==> src/source/vis_pkg.sv <==
package vis_pkg;

  // Array size
  localparam int ANTENNAS = 4;

  // Baseline slots per sample, also the minimum strobe spacing
  localparam int TRATE = 10;
  localparam int SLOT_BITS = 4;

  // Antenna index width
  localparam int ANT_BITS = 2;

  // Samples per block of partial sums
  localparam int COUNT = 15;
  localparam int CNT_BITS = 4;

  // Blocks per output frame
  localparam int BLOCKS = 3;
  localparam int BLK_BITS = 2;

  // Partial sum holds +/-2 per sample over a block, so +/-30
  localparam int PBITS = 7;

  // Visibility accumulator width
  localparam int ACCUM = 32;

  // First antenna of each baseline slot
  // Slots 0..3 are the autos, 4..9 the cross pairs
  localparam logic [ANT_BITS-1:0] A_TAPS [TRATE] = '{
    2'd0,
    2'd1,
    2'd2,
    2'd3,
    2'd0,
    2'd0,
    2'd0,
    2'd1,
    2'd1,
    2'd2
  };

  // Second antenna of each baseline slot
  localparam logic [ANT_BITS-1:0] B_TAPS [TRATE] = '{
    2'd0,
    2'd1,
    2'd2,
    2'd3,
    2'd1,
    2'd2,
    2'd3,
    2'd2,
    2'd3,
    2'd3
  };

endpackage

==> src/source/sample_sequencer.sv <==
`timescale 1ns/1ps
module sample_sequencer (
  input  logic                          vis_clock,
  input  logic                          vis_reset,
  input  logic                          sig_valid_i,
  input  logic [vis_pkg::ANTENNAS-1:0]  sig_idata_i,
  input  logic [vis_pkg::ANTENNAS-1:0]  sig_qdata_i,
  output logic                          seq_valid_o,
  output logic [vis_pkg::SLOT_BITS-1:0] seq_slot_o,
  output logic                          seq_last_o,
  output logic                          a_i_o,
  output logic                          a_q_o,
  output logic                          b_i_o,
  output logic                          b_q_o
);
  import vis_pkg::*;

  // Sample held for slots 1..9
  logic [ANTENNAS-1:0]  samp_i;
  logic [ANTENNAS-1:0]  samp_q;
  logic                 blk_last;

  // Slot and sample counters
  logic                 busy;
  logic [SLOT_BITS-1:0] slot_cnt;
  logic [CNT_BITS-1:0]  samp_cnt;

  // Slot issued this cycle
  logic                 issue;
  logic [SLOT_BITS-1:0] issue_slot;
  logic [ANTENNAS-1:0]  cur_i;
  logic [ANTENNAS-1:0]  cur_q;
  logic                 cur_last;
  logic [ANT_BITS-1:0]  tap_a;
  logic [ANT_BITS-1:0]  tap_b;

  // Slot 0 goes out on the strobe cycle, straight from the inputs
  always_comb begin
    issue      = sig_valid_i | busy;
    issue_slot = sig_valid_i ? '0 : slot_cnt;
    cur_i      = sig_valid_i ? sig_idata_i : samp_i;
    cur_q      = sig_valid_i ? sig_qdata_i : samp_q;
    cur_last   = sig_valid_i ? (samp_cnt == CNT_BITS'(COUNT - 1)) : blk_last;
    tap_a      = A_TAPS[issue_slot];
    tap_b      = B_TAPS[issue_slot];
  end

  always_ff @(posedge vis_clock) begin
    if (sig_valid_i) begin
      samp_i <= sig_idata_i;
      samp_q <= sig_qdata_i;
    end
  end

  always_ff @(posedge vis_clock) begin
    if (vis_reset) begin
      busy     <= 1'b0;
      slot_cnt <= '0;
      samp_cnt <= '0;
      blk_last <= 1'b0;
    end else if (sig_valid_i) begin
      busy     <= 1'b1;
      slot_cnt <= SLOT_BITS'(1);
      blk_last <= cur_last;
      samp_cnt <= cur_last ? '0 : samp_cnt + CNT_BITS'(1);
    end else if (busy) begin
      // Park at zero after the last slot
      if (slot_cnt == SLOT_BITS'(TRATE - 1)) begin
        busy     <= 1'b0;
        slot_cnt <= '0;
      end else begin
        slot_cnt <= slot_cnt + SLOT_BITS'(1);
      end
    end
  end

  always_ff @(posedge vis_clock) begin
    if (vis_reset) begin
      seq_valid_o <= 1'b0;
      seq_slot_o  <= '0;
      seq_last_o  <= 1'b0;
    end else begin
      seq_valid_o <= issue;
      seq_slot_o  <= issue_slot;
      seq_last_o  <= issue & cur_last;
    end
  end

  // Selected antenna bit-pairs
  always_ff @(posedge vis_clock) begin
    a_i_o <= cur_i[tap_a];
    a_q_o <= cur_q[tap_a];
    b_i_o <= cur_i[tap_b];
    b_q_o <= cur_q[tap_b];
  end

endmodule

==> src/source/baseline_correlator.sv <==
`timescale 1ns/1ps
module baseline_correlator (
  input  logic                                vis_clock,
  input  logic                                vis_reset,
  input  logic                                seq_valid_i,
  input  logic [vis_pkg::SLOT_BITS-1:0]       seq_slot_i,
  input  logic                                seq_last_i,
  input  logic                                a_i_i,
  input  logic                                a_q_i,
  input  logic                                b_i_i,
  input  logic                                b_q_i,
  output logic                                psum_valid_o,
  output logic [vis_pkg::SLOT_BITS-1:0]       psum_slot_o,
  output logic signed [vis_pkg::PBITS-1:0]    psum_re_o,
  output logic signed [vis_pkg::PBITS-1:0]    psum_im_o
);
  import vis_pkg::*;

  // Per-slot partial sums for the current block
  logic signed [PBITS-1:0] bank_re [TRATE];
  logic signed [PBITS-1:0] bank_im [TRATE];

  logic signed [PBITS-1:0] prod_re;
  logic signed [PBITS-1:0] prod_im;
  logic signed [PBITS-1:0] sum_re;
  logic signed [PBITS-1:0] sum_im;

  // Bit 1 means +1, bit 0 means -1
  // so a one-bit product is +1 when the bits agree
  function automatic logic signed [PBITS-1:0] pm1(input logic agree);
    logic signed [PBITS-1:0] one;
    one = PBITS'(1);
    return agree ? one : -one;
  endfunction

  // re = ai*bi + aq*bq, im = aq*bi - ai*bq
  always_comb begin
    prod_re = pm1(a_i_i ~^ b_i_i) + pm1(a_q_i ~^ b_q_i);
    prod_im = pm1(a_q_i ~^ b_i_i) - pm1(a_i_i ~^ b_q_i);
    sum_re  = bank_re[seq_slot_i] + prod_re;
    sum_im  = bank_im[seq_slot_i] + prod_im;
  end

  always_ff @(posedge vis_clock) begin
    if (vis_reset) begin
      for (int s = 0; s < TRATE; s++) begin
        bank_re[s] <= '0;
        bank_im[s] <= '0;
      end
      psum_valid_o <= 1'b0;
      psum_slot_o  <= '0;
      psum_re_o    <= '0;
      psum_im_o    <= '0;
    end else begin
      psum_valid_o <= seq_valid_i & seq_last_i;
      if (seq_valid_i) begin
        if (seq_last_i) begin
          // Block complete, hand on the sum and restart the slot
          psum_slot_o         <= seq_slot_i;
          psum_re_o           <= sum_re;
          psum_im_o           <= sum_im;
          bank_re[seq_slot_i] <= '0;
          bank_im[seq_slot_i] <= '0;
        end else begin
          bank_re[seq_slot_i] <= sum_re;
          bank_im[seq_slot_i] <= sum_im;
        end
      end
    end
  end

endmodule

==> src/source/vis_accumulator.sv <==
`timescale 1ns/1ps
module vis_accumulator (
  input  logic                             vis_clock,
  input  logic                             vis_reset,
  input  logic                             psum_valid_i,
  input  logic [vis_pkg::SLOT_BITS-1:0]    psum_slot_i,
  input  logic signed [vis_pkg::PBITS-1:0] psum_re_i,
  input  logic signed [vis_pkg::PBITS-1:0] psum_im_i,
  output logic                             vis_valid_o,
  output logic                             vis_last_o,
  output logic signed [vis_pkg::ACCUM-1:0] vis_revis_o,
  output logic signed [vis_pkg::ACCUM-1:0] vis_imvis_o
);
  import vis_pkg::*;

  // Frame totals per slot
  logic signed [ACCUM-1:0] acc_re [TRATE];
  logic signed [ACCUM-1:0] acc_im [TRATE];

  logic [BLK_BITS-1:0]     blk_cnt;
  logic                    final_blk;
  logic                    last_slot;
  logic signed [ACCUM-1:0] ext_re;
  logic signed [ACCUM-1:0] ext_im;
  logic signed [ACCUM-1:0] total_re;
  logic signed [ACCUM-1:0] total_im;

  always_comb begin
    final_blk = (blk_cnt == BLK_BITS'(BLOCKS - 1));
    last_slot = (psum_slot_i == SLOT_BITS'(TRATE - 1));
    ext_re    = {{(ACCUM - PBITS){psum_re_i[PBITS-1]}}, psum_re_i};
    ext_im    = {{(ACCUM - PBITS){psum_im_i[PBITS-1]}}, psum_im_i};
    total_re  = acc_re[psum_slot_i] + ext_re;
    total_im  = acc_im[psum_slot_i] + ext_im;
  end

  always_ff @(posedge vis_clock) begin
    if (vis_reset) begin
      for (int s = 0; s < TRATE; s++) begin
        acc_re[s] <= '0;
        acc_im[s] <= '0;
      end
      blk_cnt     <= '0;
      vis_valid_o <= 1'b0;
      vis_last_o  <= 1'b0;
      vis_revis_o <= '0;
      vis_imvis_o <= '0;
    end else begin
      vis_valid_o <= psum_valid_i & final_blk;
      vis_last_o  <= psum_valid_i & final_blk & last_slot;
      if (psum_valid_i) begin
        // Block ends with slot 9
        if (last_slot) begin
          blk_cnt <= final_blk ? '0 : blk_cnt + BLK_BITS'(1);
        end
        if (final_blk) begin
          vis_revis_o         <= total_re;
          vis_imvis_o         <= total_im;
          acc_re[psum_slot_i] <= '0;
          acc_im[psum_slot_i] <= '0;
        end else begin
          acc_re[psum_slot_i] <= total_re;
          acc_im[psum_slot_i] <= total_im;
        end
      end
    end
  end

endmodule

==> src/source/toy_correlator.sv <==
`timescale 1ns/1ps
module toy_correlator (
  input  logic                             vis_clock,
  input  logic                             vis_reset,
  input  logic                             sig_valid_i,
  input  logic [vis_pkg::ANTENNAS-1:0]     sig_idata_i,
  input  logic [vis_pkg::ANTENNAS-1:0]     sig_qdata_i,
  output logic signed [vis_pkg::ACCUM-1:0] vis_revis_o,
  output logic signed [vis_pkg::ACCUM-1:0] vis_imvis_o,
  output logic                             vis_valid_o,
  output logic                             vis_last_o,
  output logic                             vis_start_o,
  output logic                             vis_frame_o
);
  import vis_pkg::*;

  // Sequencer to correlator
  logic                 seq_valid;
  logic [SLOT_BITS-1:0] seq_slot;
  logic                 seq_last;
  logic                 a_i;
  logic                 a_q;
  logic                 b_i;
  logic                 b_q;

  // Correlator to accumulator
  logic                    psum_valid;
  logic [SLOT_BITS-1:0]    psum_slot;
  logic signed [PBITS-1:0] psum_re;
  logic signed [PBITS-1:0] psum_im;

  // Start pulse and frame level from the first strobe after reset
  always_ff @(posedge vis_clock) begin
    if (vis_reset) begin
      vis_start_o <= 1'b0;
      vis_frame_o <= 1'b0;
    end else begin
      vis_start_o <= sig_valid_i & ~vis_frame_o;
      if (sig_valid_i) begin
        vis_frame_o <= 1'b1;
      end
    end
  end

  sample_sequencer u_seq (
    .vis_clock   (vis_clock),
    .vis_reset   (vis_reset),
    .sig_valid_i (sig_valid_i),
    .sig_idata_i (sig_idata_i),
    .sig_qdata_i (sig_qdata_i),
    .seq_valid_o (seq_valid),
    .seq_slot_o  (seq_slot),
    .seq_last_o  (seq_last),
    .a_i_o       (a_i),
    .a_q_o       (a_q),
    .b_i_o       (b_i),
    .b_q_o       (b_q)
  );

  baseline_correlator u_core (
    .vis_clock    (vis_clock),
    .vis_reset    (vis_reset),
    .seq_valid_i  (seq_valid),
    .seq_slot_i   (seq_slot),
    .seq_last_i   (seq_last),
    .a_i_i        (a_i),
    .a_q_i        (a_q),
    .b_i_i        (b_i),
    .b_q_i        (b_q),
    .psum_valid_o (psum_valid),
    .psum_slot_o  (psum_slot),
    .psum_re_o    (psum_re),
    .psum_im_o    (psum_im)
  );

  vis_accumulator u_accum (
    .vis_clock    (vis_clock),
    .vis_reset    (vis_reset),
    .psum_valid_i (psum_valid),
    .psum_slot_i  (psum_slot),
    .psum_re_i    (psum_re),
    .psum_im_i    (psum_im),
    .vis_valid_o  (vis_valid_o),
    .vis_last_o   (vis_last_o),
    .vis_revis_o  (vis_revis_o),
    .vis_imvis_o  (vis_imvis_o)
  );

endmodule

==> config.mk <==
export PLATFORM = sky130hd
export DESIGN_NAME = toy_correlator
export DESIGN_NICKNAME = d
export VERILOG_FILES = /design/src/source/vis_pkg.sv /design/src/source/sample_sequencer.sv /design/src/source/baseline_correlator.sv /design/src/source/vis_accumulator.sv /design/src/source/toy_correlator.sv
export SDC_FILE = /design/constraint.sdc
export NUM_CORES = 2
export LEC_CHECK = 0
export CAP_MARGIN = 20
export CORE_UTILIZATION = 60
export CTS_CLUSTER_SIZE = 30
export DETAILED_ROUTE_END_ITERATION = 7
export DONT_BUFFER_PORTS = 1
export GPL_ROUTABILITY_DRIVEN = 0
export MAX_ROUTING_LAYER = met4
export PLACE_DENSITY = 0.76
export SYNTH_ARGS = -nofsm -noshare
export SYNTH_HDL_FRONTEND = slang
export SYNTH_HIERARCHICAL = 1
export SYNTH_SLANG_ARGS = --single-unit
==> constraint.sdc <==
create_clock -name vis_clock -period 6.5 [get_ports vis_clock]
set_input_delay 1.3 -clock vis_clock [delete_from_list [all_inputs] [get_ports vis_clock]]
set_output_delay 1.3 -clock vis_clock [all_outputs]
set_load 0.005 [all_outputs]
==> flow_summary.ini <==
[synthesis]
ys.flop_type = edfxtp_1
synth-seq-cells = 1365
synthCells = 3884
yosysWarnings = 6
synth_nets = 3982
syn-cell-area_mm2 = 0.0597
syn_avg_cell_area_um2 = 15.4
synth-edff-count = 1248
yosysSeqAreaShare_pct = 66.7
async_flop_share_pct = 0
synth_cell_types = 89

[floorplan]
dieWidth_um = 317
start_util_pct = 60.6
dieArea_mm2 = 0.101
ioPinCount = 79
core_mm2 = 0.0984
std_cell_rows = 115
die_h_um = 317

[clock_tree]
cts_tree = done
cts.clk_slew.worst_paths_ns = 0.06
postCtsHoldBufs = 0
clock_latency_ns = 0.76
numClockSinks = 1365
clock-root-buffer = clkbuf_16
cts_buffers = 137
post_cts_resized = 0
cts_buffer_depth = 3
htreeDepth = 4
cts_setup_buffers = 0

[global_routing]
first_global_vias = 35400
grt_pass1_wl_mm = 228
track_usage_pct = 32.5
grt_max_degree = 94
grt_overflow = 0
antenna_found_initial = 2

[layout]
multi_input_area_mm2 = 0.0186
final_cells = 5258
seq_area_mm2 = 0.0398
fillers = 6429
syn2layout_area_growth_pct = 10.5
final_nets = 3955
final_layout_size_suffix_gt1_share_pct = 19.7

[timing]
tns_ns = 0
rsz0062_at_grt = false
final-setup-viol-count = 0
relSlewSlack_pct = 22.3
drv_slew = 0
max_freq_ghz = 0.179
min_period_over_period_pct = 86.0
worst_slack_ns = 0.908
fin_crit_ns = 5.59
worst_pin_slew_ns = 1.17
fin_skew_ns = 0.0294
hold_violations = 0

[power_and_ir_drop]
leakagePower_nw = 21.3
power_density_mw_per_mm2 = 292
max-vdd-ir-drop_mv = 0.285
finalPower_mw = 19.2

[routing]
via_per_inst = 6.76
drt_wl_total_mm = 155
vias = 35600
drtIter0Drc = 4888
route.met2.wl_mm = 75.2
routed.top_layer = met4
ant_nets = 0
firstDrtPassIters = 5
drc = 0
wl_per_cell_um = 29.6
wl_met1_mm = 55.9
wl_met3_mm = 18.7

[place]
place_inst = 5002
hpwl_mm = 87.8
pre_cts_ws_ns = 1.02
port_buffers = 0

[job]
cap_violations = 0

[worst_setup_path]
worst_setup_path_end_kind = flop
worstPathMaxFanout = 39
cp_slowest_cell = dfxtp_4
path_class = flop to flop
path_cells = buf_12 > mux4_2 > mux4_2 > ha_1 > a21oi_1 > o21ai_0 > nand2b_1 > o41ai_2 > a21oi_2 > a221oi_2 > xnor2_1 > nor2_1
cp.required_ns = 6.92
critPathLaunchType = flop
cp_common_cell = mux4_2
cp-startpoint = u_core/psum_slot_o[0]
cp.arrival_ns = 6.01
r2r_start = u_core/psum_slot_o[0]
max_stage_delay_ns = 0.92

[min_path]
hold_class = flop to flop
min-delay-start = u_core/psum_im_o[3]

[run_status]
status = complete, no violations
final timing paths:
kind / to / slack [ns] / cells past startpoint
min: u_core/psum_im_o[3] / 0.47 / 2
max: u_accum/acc_im[14][31] / 0.91 / 12
max reg2reg: u_accum/acc_im[14][31] / 0.91 / 12
min reg2reg: u_core/psum_im_o[3] / 0.47 / 2
cells by family (layout without fill, tap and decap cells):
| kind of cell | after synthesis | count (layout) | share of synthesized area [%] |
|---|---|---|---|
| fa+ha+maj | 87 | 87 | 1.95 |
| buf+inv | 339 | 424 | 2.42 |
| mux | 418 | 418 | 15.1 |
| compound gates | 318 | 318 | 3.56 |
| flops | 1365 | 1365 | 66.7 |
| xor+xnor | 75 | 75 | 1.19 |
| other cells | 0 | 2 | 0 |
| simple gates | 1282 | 1282 | 9.07 |
stage by stage:
step / hold WS, ns / area (um2) / utilization [%]
2_1_floorplan: 0.433 / 59700 / -
3_3_place_gp: 0.452 / 61300 / 62.2
3_5_place_dp: 0.453 / 61300 / 62.2
4_1_cts: 0.462 / 65900 / 66.9
5_1_grt: 0.486 / 65900 / 67.0
6_report: 0.466 / 65900 / 67.0
synthesized netlist by cell type, drive strengths merged, types with 12 or more instances:
cell,number,share of area [%]
xor2,29,0.49
and2,12,0.13
nand4,24,0.26
nand3,62,0.52
nor2b,20,0.22
ha,77,1.6
xnor2,46,0.70
edfxtp,1248,63
or2,17,0.18
nor3,41,0.34
a211oi,19,0.27
clkbuf,151,0.95
mux4,382,14
nor2,836,5.3
nand2,190,1.2
a21o,29,0.36
nand2b,26,0.27
o21ai,51,0.43
buf,110,0.98
a31oi,15,0.19
o21a,20,0.25
a21oi,121,1.1
mux2i,26,0.44
dfxtp,117,3.9
inv,78,0.49
critical path: cells and delay by family (launching register included):
| family | cells | cell delay (ns) |
|---|---|---|
| adders and majority gates | 1 | 0.51 |
| buffers and inverters | 1 | 0.37 |
| AOI/OAI and AO/OA | 5 | 1.01 |
| and+or+nand+nor | 2 | 0.46 |
| xor gates and xnor gates | 1 | 0.81 |
| DFF | 1 | 0.92 |
| muxes | 2 | 1.10 |
state kept, by name, indices dropped and copies added (netlist names), 7 cells and up:
register / cells
u_accum/acc_im: 512
u_accum/acc_re: 512
u_core/bank_im: 112
u_core/bank_re: 112
u_accum/vis_imvis_o: 32
u_accum/vis_revis_o: 32
u_core/psum_im_o: 7
u_core/psum_re_o: 7
cell type report:
type / instances / share of cell area [%]
sequential: 1365 / 60.4
multi-input combinational: 2180 / 28.2
clock buffer: 186 / 5.85
tap: 1287 / 2.44
timing repair buffer: 95 / 1.50
clock inverter: 65 / 1.14
inverter: 78 / 0.444
antenna: 2 / 0.00759
per-layer routing:
layer	vias to the layer above	global-route usage, %
li1	14700	-
met3	407	6.32
met2	2550	50.4
met1	18000	43.2
met4	0	12.1
met5	-	-
report_power, final:
group / total (mW) / internal (mW) / leakage, nW / switching, mW
clock network: 8.08 / 4.77 / 2.26 / 3.30
logic: 1.34 / 0.440 / 6.45 / 0.895
registers: 9.83 / 9.76 / 12.5 / 0.0702
total: 19.2 / 15.0 / 21.3 / 4.27
placed cells by master (no fill, tap or decap), drive strengths merged, types with 8 or more instances in the layout:
cell,synthesis,routed
ha,77,77
nand2b,26,26
and2,12,12
inv,78,89
nand2,190,190
edfxtp,1248,1248
a21o,29,29
nor3,41,41
or2,17,17
o21bai,8,8
mux4,382,382
nor2,836,836
clkinv,0,36
nor2b,20,20
xor2,29,29
fa,10,10
nand3,62,62
mux2i,26,26
a21oi,121,121
a31oi,15,15
a211oi,19,19
o21ai,51,51
xnor2,46,46
o21a,20,20
nand4,24,24
o211ai,9,9
mux2,10,10
buf,110,95
dfxtp,117,117
bufinv,0,15
and3,10,10
clkbuf,151,186
No activity file was read; power rests on OpenSTA's default activity.
